### src/trn_rx_pkg.sv
`default_nettype none

package trn_rx_pkg;

  // ----------------------------------------------------------
  // Widths
  // ----------------------------------------------------------
  localparam int DATA_W  = 64;          // TRN and AXI datapath
  localparam int DWORD_W = 32;          // PCIe dword
  localparam int KEEP_W  = DATA_W / 8;  // One enable per byte
  localparam int BAR_W   = 7;           // BAR hit vector
  localparam int POS_W   = 5;           // is_sof / is_eof field
  localparam int TUSER_W = 22;          // AXI user word

  typedef logic [DATA_W-1:0]  rx_data_t;
  typedef logic [KEEP_W-1:0]  rx_keep_t;
  typedef logic [BAR_W-1:0]   bar_hit_t;
  typedef logic [POS_W-1:0]   pos_field_t;  // Bit 4 enable, 3:0 location
  typedef logic [TUSER_W-1:0] rx_tuser_t;

  // ----------------------------------------------------------
  // Tuser layout
  // ----------------------------------------------------------
  // Bits 16:15 and 9 are reserved and always zero
  localparam int TUSER_EOF_LSB    = 17;  // is_eof in 21:17
  localparam int TUSER_SOF_LSB    = 10;  // is_sof in 14:10
  localparam int TUSER_BAR_LSB    = 2;   // BAR hit in 8:2
  localparam int TUSER_ERRFWD_BIT = 1;   // Poisoned TLP
  localparam int TUSER_ECRC_BIT   = 0;   // ECRC error

  // Byte enables on a 64-bit beat, only two shapes are possible
  localparam rx_keep_t KEEP_FULL = 8'hFF;  // Both dwords valid
  localparam rx_keep_t KEEP_HALF = 8'h0F;  // Lower dword only

  // ----------------------------------------------------------
  // Output buffer source
  // ----------------------------------------------------------
  // Registered half of the buffer state, HOLD is decoded on the fly
  typedef enum logic {
    SRC_CURRENT  = 1'b0,  // Pass the beat now on the TRN bus
    SRC_PREVIOUS = 1'b1   // Replay the beat caught during a stall
  } src_sel_t;

endpackage

`default_nettype wire
### src/trn_axi_rx_bridge.sv
`timescale 1ns/10ps
`default_nettype none

// TRN receive to AXI4-Stream master bridge, 64-bit
module trn_axi_rx_bridge
  import trn_rx_pkg::*;
(
  input  wire             user_clk,
  input  wire             user_rst,          // Synchronous, active high

  // TRN receive from the core
  input  wire rx_data_t   trn_rd,
  input  wire             trn_rsof,
  input  wire             trn_reof,
  input  wire             trn_rsrc_rdy,
  output logic            trn_rdst_rdy,      // Registered back-pressure
  input  wire             trn_rrem,
  input  wire             trn_rerrfwd,
  input  wire bar_hit_t   trn_rbar_hit,
  input  wire             trn_recrc_err,

  // AXI4-Stream master to the user
  output rx_data_t        m_axis_rx_tdata,
  output logic            m_axis_rx_tvalid,
  input  wire             m_axis_rx_tready,
  output rx_keep_t        m_axis_rx_tkeep,
  output logic            m_axis_rx_tlast,
  output rx_tuser_t       m_axis_rx_tuser
);

  // Beat on the bus this cycle
  rx_data_t  cur_data;
  rx_keep_t  cur_keep;
  logic      cur_last;
  logic      cur_valid;
  rx_tuser_t cur_tuser;

  // Beat saved for replay after a stall
  rx_data_t  prev_data;
  rx_keep_t  prev_keep;
  logic      prev_last;
  logic      prev_valid;
  rx_tuser_t prev_tuser;

  // ----------------------------------------------------------
  // Decode, zero latency
  // ----------------------------------------------------------
  rx_beat_decode u_decode (
    .trn_rd        (trn_rd),
    .trn_rsof      (trn_rsof),
    .trn_reof      (trn_reof),
    .trn_rsrc_rdy  (trn_rsrc_rdy),
    .trn_rrem      (trn_rrem),
    .trn_rerrfwd   (trn_rerrfwd),
    .trn_recrc_err (trn_recrc_err),
    .trn_rbar_hit  (trn_rbar_hit),
    .cur_data      (cur_data),
    .cur_keep      (cur_keep),
    .cur_last      (cur_last),
    .cur_valid     (cur_valid),
    .cur_tuser     (cur_tuser)
  );

  // ----------------------------------------------------------
  // Previous value buffer
  // ----------------------------------------------------------
  rx_prev_buffer u_prev (
    .user_clk     (user_clk),
    .user_rst     (user_rst),
    .trn_rdst_rdy (trn_rdst_rdy),  // Load gate
    .cur_data     (cur_data),
    .cur_keep     (cur_keep),
    .cur_last     (cur_last),
    .cur_valid    (cur_valid),
    .cur_tuser    (cur_tuser),
    .prev_data    (prev_data),
    .prev_keep    (prev_keep),
    .prev_last    (prev_last),
    .prev_valid   (prev_valid),
    .prev_tuser   (prev_tuser)
  );

  // ----------------------------------------------------------
  // Output stage, one cycle
  // ----------------------------------------------------------
  rx_output_stage u_out (
    .user_clk         (user_clk),
    .user_rst         (user_rst),
    .cur_data         (cur_data),
    .cur_keep         (cur_keep),
    .cur_last         (cur_last),
    .cur_valid        (cur_valid),
    .cur_tuser        (cur_tuser),
    .prev_data        (prev_data),
    .prev_keep        (prev_keep),
    .prev_last        (prev_last),
    .prev_valid       (prev_valid),
    .prev_tuser       (prev_tuser),
    .m_axis_rx_tready (m_axis_rx_tready),
    .m_axis_rx_tdata  (m_axis_rx_tdata),
    .m_axis_rx_tvalid (m_axis_rx_tvalid),
    .m_axis_rx_tkeep  (m_axis_rx_tkeep),
    .m_axis_rx_tlast  (m_axis_rx_tlast),
    .m_axis_rx_tuser  (m_axis_rx_tuser),
    .trn_rdst_rdy     (trn_rdst_rdy)
  );

endmodule

`default_nettype wire

### src/rx_output_stage.sv
`timescale 1ns/10ps
`default_nettype none

// AXI output registers and back-pressure toward the core
// Three-way buffer
//   HOLD      user stalled, outputs keep their value
//   PREVIOUS  stall just ended, replay the beat caught in the buffer
//   CURRENT   caught up, pass the beat now on the TRN bus
module rx_output_stage
  import trn_rx_pkg::*;
(
  input  wire             user_clk,
  input  wire             user_rst,          // Synchronous, active high

  // Current beat from the decoder
  input  wire rx_data_t   cur_data,
  input  wire rx_keep_t   cur_keep,
  input  wire             cur_last,
  input  wire             cur_valid,
  input  wire rx_tuser_t  cur_tuser,

  // Beat held in the previous buffer
  input  wire rx_data_t   prev_data,
  input  wire rx_keep_t   prev_keep,
  input  wire             prev_last,
  input  wire             prev_valid,
  input  wire rx_tuser_t  prev_tuser,

  // AXI4-Stream master
  input  wire             m_axis_rx_tready,
  output rx_data_t        m_axis_rx_tdata,
  output logic            m_axis_rx_tvalid,
  output rx_keep_t        m_axis_rx_tkeep,
  output logic            m_axis_rx_tlast,
  output rx_tuser_t       m_axis_rx_tuser,

  // Back-pressure to the core
  output logic            trn_rdst_rdy
);

  logic      hold;       // Beat offered and refused
  src_sel_t  src_sel;    // Where the next load comes from
  rx_data_t  sel_data;
  rx_keep_t  sel_keep;
  logic      sel_last;
  logic      sel_valid;
  rx_tuser_t sel_tuser;

  // ----------------------------------------------------------
  // Buffer state
  // ----------------------------------------------------------
  assign hold = m_axis_rx_tvalid && !m_axis_rx_tready;

  // After any stall the core is one beat ahead, so replay first
  always_ff @(posedge user_clk) begin
    if (user_rst) begin
      src_sel <= SRC_CURRENT;
    end else begin
      src_sel <= hold ? SRC_PREVIOUS : SRC_CURRENT;
    end
  end

  always_comb begin
    if (src_sel == SRC_PREVIOUS) begin
      sel_data  = prev_data;
      sel_keep  = prev_keep;
      sel_last  = prev_last;
      sel_valid = prev_valid;
      sel_tuser = prev_tuser;
    end else begin
      sel_data  = cur_data;
      sel_keep  = cur_keep;
      sel_last  = cur_last;
      sel_valid = cur_valid;
      sel_tuser = cur_tuser;
    end
  end

  // ----------------------------------------------------------
  // AXI registers
  // ----------------------------------------------------------
  always_ff @(posedge user_clk) begin
    if (!hold) m_axis_rx_tdata <= sel_data;  // Data of the selected beat
  end

  always_ff @(posedge user_clk) begin
    if (user_rst) begin
      m_axis_rx_tvalid <= 1'b0;
      m_axis_rx_tlast  <= 1'b0;
      m_axis_rx_tkeep  <= KEEP_FULL;  // Idle value is all bytes on
      m_axis_rx_tuser  <= '0;
    end else if (!hold) begin
      m_axis_rx_tvalid <= sel_valid;
      m_axis_rx_tlast  <= sel_last;
      m_axis_rx_tkeep  <= sel_keep;
      m_axis_rx_tuser  <= sel_tuser;
    end
  end

  // ----------------------------------------------------------
  // Destination ready
  // ----------------------------------------------------------
  // While a beat is offered, mirror the user's ready one cycle late.
  // With nothing offered, stay open so the first beat of a packet is caught.
  always_ff @(posedge user_clk) begin
    if (user_rst) begin
      trn_rdst_rdy <= 1'b0;
    end else if (m_axis_rx_tvalid) begin
      trn_rdst_rdy <= m_axis_rx_tready;
    end else begin
      trn_rdst_rdy <= 1'b1;
    end
  end

endmodule

`default_nettype wire

### src/rx_prev_buffer.sv
`timescale 1ns/10ps
`default_nettype none

// Previous value buffer
// The output stage adds a cycle between TRN and AXI, so when the user
// throttles, the core has already pushed one more beat than the user took.
// This buffer keeps that beat so it can be replayed once the stall ends.
module rx_prev_buffer
  import trn_rx_pkg::*;
(
  input  wire             user_clk,
  input  wire             user_rst,      // Synchronous, active high
  input  wire             trn_rdst_rdy,  // A new beat is on the bus this cycle

  // Beat from the decoder
  input  wire rx_data_t   cur_data,
  input  wire rx_keep_t   cur_keep,
  input  wire             cur_last,
  input  wire             cur_valid,
  input  wire rx_tuser_t  cur_tuser,

  // Last beat seen while destination ready was high
  output rx_data_t        prev_data,
  output rx_keep_t        prev_keep,
  output logic            prev_last,
  output logic            prev_valid,
  output rx_tuser_t       prev_tuser
);

  // ----------------------------------------------------------
  // Capture
  // ----------------------------------------------------------
  always_ff @(posedge user_clk) begin
    if (user_rst) begin
      prev_data  <= '0;
      prev_keep  <= '0;
      prev_last  <= 1'b0;
      prev_valid <= 1'b0;  // Never replay a beat from before reset
      prev_tuser <= '0;
    end else if (trn_rdst_rdy) begin  // Core only advances while we are ready
      prev_data  <= cur_data;
      prev_keep  <= cur_keep;
      prev_last  <= cur_last;
      prev_valid <= cur_valid;   // Idle slots are kept too, as non-valid
      prev_tuser <= cur_tuser;
    end
    // Otherwise the bus is frozen and the stored beat is still the newest
  end

endmodule

`default_nettype wire

### src/rx_beat_decode.sv
`timescale 1ns/10ps
`default_nettype none

// Turns one raw TRN receive beat into AXI4-Stream fields, no state
module rx_beat_decode
  import trn_rx_pkg::*;
(
  // TRN receive beat
  input  wire rx_data_t   trn_rd,         // Raw TRN data
  input  wire             trn_rsof,       // Start of packet
  input  wire             trn_reof,       // End of packet
  input  wire             trn_rsrc_rdy,   // Core has a beat
  input  wire             trn_rrem,       // 1 = both dwords valid
  input  wire             trn_rerrfwd,    // Error forward
  input  wire             trn_recrc_err,  // ECRC error
  input  wire bar_hit_t   trn_rbar_hit,   // BAR hit

  // Decoded beat
  output rx_data_t        cur_data,       // Dword swapped data
  output rx_keep_t        cur_keep,       // Byte enables
  output logic            cur_last,       // Last beat of packet
  output logic            cur_valid,      // Beat carries data
  output rx_tuser_t       cur_tuser       // Position, BAR and error flags
);

  pos_field_t is_sof;  // Start position field
  pos_field_t is_eof;  // End position field

  // ----------------------------------------------------------
  // Data and byte enables
  // ----------------------------------------------------------
  // TRN dword 0 lands in AXI dword 1 and vice versa
  assign cur_data = {trn_rd[DWORD_W-1:0], trn_rd[DATA_W-1:DWORD_W]};

  assign cur_keep  = trn_rrem ? KEEP_FULL : KEEP_HALF;  // rrem picks one or two dwords
  assign cur_last  = trn_reof;
  assign cur_valid = trn_rsrc_rdy;  // No discontinue filter, source ready passes straight

  // ----------------------------------------------------------
  // Position fields
  // ----------------------------------------------------------
  // Packets are 64-bit aligned, so start is always at byte 0
  assign is_sof = {trn_rsof,  // Enable
                   4'b0000};  // Location, byte 0

  // End sits on byte 3 or byte 7 depending on the remainder
  assign is_eof = {trn_reof,  // Enable
                   1'b0,      // No byte 11 or 15 on a 64-bit bus
                   trn_rrem,  // Upper dword holds the end
                   2'b11};    // Last byte of a dword

  // ----------------------------------------------------------
  // Tuser assembly
  // ----------------------------------------------------------
  always_comb begin
    cur_tuser = '0;  // Reserved bits default low
    cur_tuser[TUSER_EOF_LSB +: POS_W] = is_eof;
    cur_tuser[TUSER_SOF_LSB +: POS_W] = is_sof;
    cur_tuser[TUSER_BAR_LSB +: BAR_W] = trn_rbar_hit;
    cur_tuser[TUSER_ERRFWD_BIT]       = trn_rerrfwd;
    cur_tuser[TUSER_ECRC_BIT]         = trn_recrc_err;
  end

endmodule

`default_nettype wire

### config.mk
export PLATFORM = sky130hd
export DESIGN_NAME = trn_axi_rx_bridge
export DESIGN_NICKNAME = d
export VERILOG_FILES = /design/src/trn_rx_pkg.sv /design/src/trn_axi_rx_bridge.sv /design/src/rx_output_stage.sv /design/src/rx_prev_buffer.sv /design/src/rx_beat_decode.sv
export SDC_FILE = /design/constraint.sdc
export NUM_CORES = 1
export LEC_CHECK = 0
export ABC_AREA = 1
export BUFFER_PORTS_ARGS = -buffer_cell sky130_fd_sc_hd__buf_2
export CELL_PAD_IN_SITES_DETAIL_PLACEMENT = 0
export CELL_PAD_IN_SITES_GLOBAL_PLACEMENT = 1
export CORE_MARGIN = 1
export CORE_UTILIZATION = 40
export CTS_BUF_LIST = sky130_fd_sc_hd__clkbuf_8
export DETAILED_ROUTE_END_ITERATION = 7
export PLACE_DENSITY_LB_ADDON = 0.1
export SLEW_MARGIN = 20
export SYNTH_ARGS = -nofsm -noshare
export SYNTH_HDL_FRONTEND = slang
export SYNTH_HIERARCHICAL = 1
export SYNTH_SLANG_ARGS = --single-unit
### constraint.sdc
create_clock -name user_clk -period 2.7 [get_ports user_clk]
set_input_delay 0.135 -clock user_clk [delete_from_list [all_inputs] [get_ports user_clk]]
set_output_delay 0.135 -clock user_clk [all_outputs]
set_load 0.01 [all_outputs]
* Word-level counts from Yosys, hierarchy flattened *
Cells that the tools add are included.

storage, ports and cells
  bits of input ports = 80
  output and inout bits = 97
  logic and storage cells = 22
  register bits after elaboration = 186

operators by class
  muxes and demuxes = 8
  reductions and logical operators = 2

operators by type and width
  cell               number
  64-bit 2-to-1 mux  1
  22-bit 2-to-1 mux  1
  8-bit 2-to-1 mux   2
  1-bit 2-to-1 mux   4
  1-bit logical AND  1
  1-bit zero test    1

* Longest topological paths before layout *
  word-level depth = 3
  depth in mapped cells = 7
  gate-level depth less buffers = 6

* Hierarchy *
The synthesis kept the hierarchy.

by module, submodules not included
  module           sequential area each (sq um)  area each (sq um)  instances  cells each
  rx_output_stage  2602.5                        4629.4             1          524
  rx_prev_buffer   1921.8                        4013.8             1          608
  rx_beat_decode   0.0                           728.2              1          98

* Least setup slack after synthesis *
No wires, ideal clock.

  kind = reg-to-reg
  from = register u_out.m_axis_rx_tvalid
  to = register u_out.m_axis_rx_tuser[10]
  buffers on the path = 2
  clock period less this slack = 1.306 ns
  required time = 2.589 ns
  stages on the path, launching flop included = 7
  library setup time = 0.111 ns
  slack = 1.394 ns
  data arrival time = 1.195 ns
  cell sequence = dfxtp_1 -> nand2_2 -> buf_6 -> nor2_8 -> buf_6 -> nand2_2 -> nand2_2

between the ends
  word-level cells in the longest chain between the ends = 1

RTL lines
  element                   RTL line               RTL
  start: declaration        rx_output_stage.sv:32  output logic m_axis_rx_tvalid,
  start signal: assignment  rx_output_stage.sv:93  m_axis_rx_tvalid <= sel_valid;
  1-bit logical AND         rx_output_stage.sv:52  assign hold = m_axis_rx_tvalid && !m_axis_rx_tready;
  end signal: assignment    rx_output_stage.sv:96  m_axis_rx_tuser <= sel_tuser;
  end: declaration          rx_output_stage.sv:35  output rx_tuser_t m_axis_rx_tuser,

Every way passes these cells.
A chain may end at the register's enable or synchronous reset.

* Worst setup path in the final report *
  from = register u_out.m_axis_rx_tvalid
  to = register u_out.m_axis_rx_tuser[1]

Same word-level chain as after synthesis.

==> results.rst <==
.. list-table::
   :header-rows: 1

   * - Metric
     - Value
   * - Area overhead of the layout relative to synthesis
     - 15.2%
   * - Skew-Pair Late Insertion Delay
     - 0.47 ns
   * - Count of cell instances traversed by the critical path
     - 4
   * - Number of hold-slack violations in the final timing report
     - 0
   * - Min cycle time layout
     - 1.66 ns
   * - Warnings, synthesis
     - 6
   * - Routed length per placed instance
     - 11.6 µm
   * - Relative slew slack
     - 0.332
   * - Peak VDD IR
     - 0.273 mV
   * - DRC Markers
     - 0
   * - Highest achievable clock rate
     - 0.602 GHz
   * - Post-route non-filler standard cell count
     - 1,696
   * - Initial drt markers
     - 329
   * - Leading register cell type out of synthesis
     - sky130_fd_sc_hd__dfxtp_1
   * - Run status
     - finished clean
   * - Worst Setup EP
     - u_out/m_axis_rx_tuser[1]
   * - Number of clock buffers inserted by TritonCTS
     - 17
   * - Leftover overflow at the end of global routing
     - 0
   * - Data required time of the critical path
     - 3.11 ns
   * - Actual slew at the worst max-slew pin
     - 1.00 ns
   * - Core region area
     - 22,800 µm²
   * - Via count of the first global-routing pass
     - 6,274
   * - Post-detail-place hpwl
     - 11,500 µm
   * - Number of antenna violations at the first check in global routing
     - 0
   * - Final Setup Violations
     - 0
   * - Power density over the cells
     - 575 nW/µm²
   * - Max-slew violations
     - 0
   * - Path type of the worst setup path
     - reg2reg
   * - Worst reg2reg path startpoint
     - u_out/m_axis_rx_tvalid
   * - Library cell with the largest summed area after synthesis
     - sky130_fd_sc_hd__dfxtp_1
   * - Worst setup path startpoint
     - u_out/m_axis_rx_tvalid
   * - Clock tree root driver cell
     - sky130_fd_sc_hd__clkbuf_8
   * - Htree depth
     - 4
   * - Number of distinct standard cells referenced by the synthesized netlist
     - 20
   * - Number of placement rows
     - 55
   * - Number of nets with antenna violations after detailed routing
     - 0
   * - Share of synthesized registers carrying an async set or reset
     - 0
   * - Endpoint of the lowest-slack register-to-register path
     - u_out/m_axis_rx_tuser[1]
   * - Total number of vias
     - 6,936
   * - Avg Cell Area, Syn
     - 7.62 µm²
   * - List of most frequent post-synthesis cells
     - sky130_fd_sc_hd__nand2_1 (486), sky130_fd_sc_hd__nor2_1 (193), sky130_fd_sc_hd__dfxtp_1 (130), sky130_fd_sc_hd__inv_1 (113), sky130_fd_sc_hd__buf_4 (103)
   * - Post-CTS sizing
     - 0
   * - Total wirelength of the detailed-routed design
     - 19,600 µm
   * - Top Ports
     - 177
   * - LEAKAGE
     - 5.66 nW
   * - Yosys reg bits
     - 194
   * - EDFF count, synth
     - 64
   * - Final Cycle Share
     - 0.615
   * - Final Core Density
     - 0.474
   * - Fill cell instance count of the final layout
     - 2,371
   * - Fin worst setup slack
     - 1.04 ns
   * - Count of TritonRoute iterations in the first routing pass
     - 7
   * - Worst Setup Slack post-DPL
     - 1.01 ns
   * - Sequential fraction of the synthesis area
     - 0.483
   * - Largest net degree at the start of global routing
     - 97
   * - Top-count cell post-synth
     - sky130_fd_sc_hd__nand2_1
   * - Effective utilization at floorplan
     - 0.411
   * - Fin Setup TNS
     - 0 ns
   * - Worst path slowest cell
     - sky130_fd_sc_hd__nor2_8
   * - Number of buffers and inverters on the critical path
     - 0
   * - Kind of start point of the critical path
     - register
   * - Ant diodes
     - 0
   * - Synth area leaders
     - sky130_fd_sc_hd__dfxtp_1 (28%), sky130_fd_sc_hd__edfxtp_1 (21%), sky130_fd_sc_hd__nand2_1 (19%)
   * - CP peak stage delay
     - 0.60 ns
   * - Chip Height
     - 155 µm
   * - Number of vias per cell after detailed routing
     - 4.09
   * - Cell-by-cell listing of the critical path
     - nand2_4 -> nor2_8 -> nand2_1 -> nand2_1
   * - FF-to-FF setup slack
     - 1.04 ns
   * - Horizontal die dimension
     - 155 µm
   * - Count of maximum capacitance violations
     - 0
   * - Number of input and output port buffers inserted
     - 176
   * - Element type at the critical path end
     - register
   * - Critical path arrival
     - 2.07 ns
   * - Depth of the worst register-to-register path
     - 4
   * - Clock tree skew after final layout
     - 0.0161 ns
   * - Post-route cell area
     - 10,800 µm²
   * - Maximum fanout encountered on the critical timing path
     - 39
   * - Tightest hold margin
     - 0.0445 ns
   * - CTS tree
     - done
   * - Die Outline Area
     - 24,000 µm²
   * - Area fraction of the dominant cell type after synthesis
     - 0.278
   * - Post-Syn Instances
     - 1,230
   * - Gpl congestion
     - 0.706
   * - Clock-pin transition on the worst setup and hold timing paths
     - 0.11 ns
   * - First-pass GRT wire length
     - 31,600 µm
   * - Cell area after technology mapping
     - 9370 µm²
   * - Worst min-delay path category
     - in2reg
   * - GRT Util Overall
     - 0.168
   * - Largest buffer count on any clock path
     - 2
   * - Post-layout net count
     - 1,450
   * - Total cell area at the placement stage
     - 9640 µm²
   * - Post-placement cell count
     - 1,588
   * - CTS sink count
     - 194
   * - Overall power of the completed layout
     - 6.20 mW
   * - Critical path's top delay family
     - simple AND/OR/NAND/NOR gates
   * - RSZ-0062 raised after global routing
     - false
   * - Layout cell share with drive strength beyond 1
     - 0.211
   * - Worst path most repeated cell
     - sky130_fd_sc_hd__nand2_1
[worst min-delay path by stage]
stage	endpoint	slack [ns]	start	depth (start not counted)
after floorplan	u_out/m_axis_rx_tkeep[0]	0.27	user_rst	2
after global placement	u_out/m_axis_rx_tdata[7]	0.42	trn_rd[39]	3
after detailed placement	u_out/m_axis_rx_tdata[41]	0.42	trn_rd[9]	3
after CTS	u_prev/prev_tuser[19]	0.004	trn_rrem	5
after global routing	u_prev/prev_tuser[19]	0.03	trn_rrem	5
final	u_out/m_axis_rx_tkeep[4]	0.04	m_axis_rx_tready	4
[cell type report]
| cell class | instances | area [µm²] | share of cell area |
|---|---|---|---|
| Clock buffer | 17 | 234 | 0.0217 |
| Tap cell | 313 | 392 | 0.0363 |
| Multi-Input combinational cell | 778 | 3260 | 0.302 |
| Inverter | 117 | 449 | 0.0416 |
| Timing Repair Buffer | 262 | 1770 | 0.164 |
| Clock inverter | 15 | 158 | 0.0146 |
| Sequential cell | 194 | 4530 | 0.420 |
[report_power, final]
part	switching (mW)	internal, mW
Combinational	0.513	0.384
Clock	1.09	0.835
Sequential	0.118	3.26
[routing by layer]
metal | vias up | track usage | share of wire
li1 | 3788 | - | -
met1 | 3005 | 0.224 | 0.49
met2 | 132 | 0.276 | 0.46
met3 | 11 | 0.0320 | 0.040
met4 | 0 | 0.0495 | 0.0079
met5 | - | 0 | 0
[cells by family after synthesis]
kind of cell / count (synthesis) / share of synthesized area
and+or+nand+nor: 764 / 0.342
other: 2 / 0.000801
DFF: 194 / 0.483
buffers and inverters: 270 / 0.175
[what timing repair did]
item	in CTS	in global routing
hold endpoints to repair	151	0
endpoints found under the setup margin	0	0
hold buffers	76	0
setup buffers	0	0
[state kept, by name, summed over array words and instances (netlist names), 8 cells and up]
name	flops
u_prev/prev_tuser	22
u_out/m_axis_rx_tkeep	8
u_prev/prev_data	64
u_out/m_axis_rx_tuser	22
u_out/m_axis_rx_tdata	64
u_prev/prev_keep	8
[cell usage in the layout (no fill, tap or decap)]
master,count
sky130_fd_sc_hd__buf_2,176
sky130_fd_sc_hd__nor2_8,1
sky130_fd_sc_hd__clkinv_1,1
sky130_fd_sc_hd__inv_6,4
sky130_fd_sc_hd__conb_1,14
sky130_fd_sc_hd__nand3_1,15
sky130_fd_sc_hd__nand2_4,2
sky130_fd_sc_hd__buf_4,6
sky130_fd_sc_hd__clkinv_4,1
sky130_fd_sc_hd__dfxtp_4,2
sky130_fd_sc_hd__bufinv_16,2
sky130_fd_sc_hd__nand2_8,9
sky130_fd_sc_hd__inv_8,2
sky130_fd_sc_hd__clkinv_2,4
sky130_fd_sc_hd__inv_4,1
sky130_fd_sc_hd__dfxtp_1,128
sky130_fd_sc_hd__clkbuf_8,17
sky130_fd_sc_hd__nand2_2,57
sky130_fd_sc_hd__inv_1,114
sky130_fd_sc_hd__nor2_1,193
sky130_fd_sc_hd__edfxtp_1,64
sky130_fd_sc_hd__buf_12,4
sky130_fd_sc_hd__dlygate4sd3_1,76
sky130_fd_sc_hd__nand2_1,486
sky130_fd_sc_hd__clkinvlp_4,3
sky130_fd_sc_hd__or2_2,1
[worst reg2reg max path, delay by kind of cell, from the launching register on]
| family | cells | cell delay, ns |
|---|---|---|
| AND/OR/NAND/NOR | 4 | 1.21 |
| flip-flops | 1 | 0.40 |
Note: power is estimated with default switching activity, not from simulation.
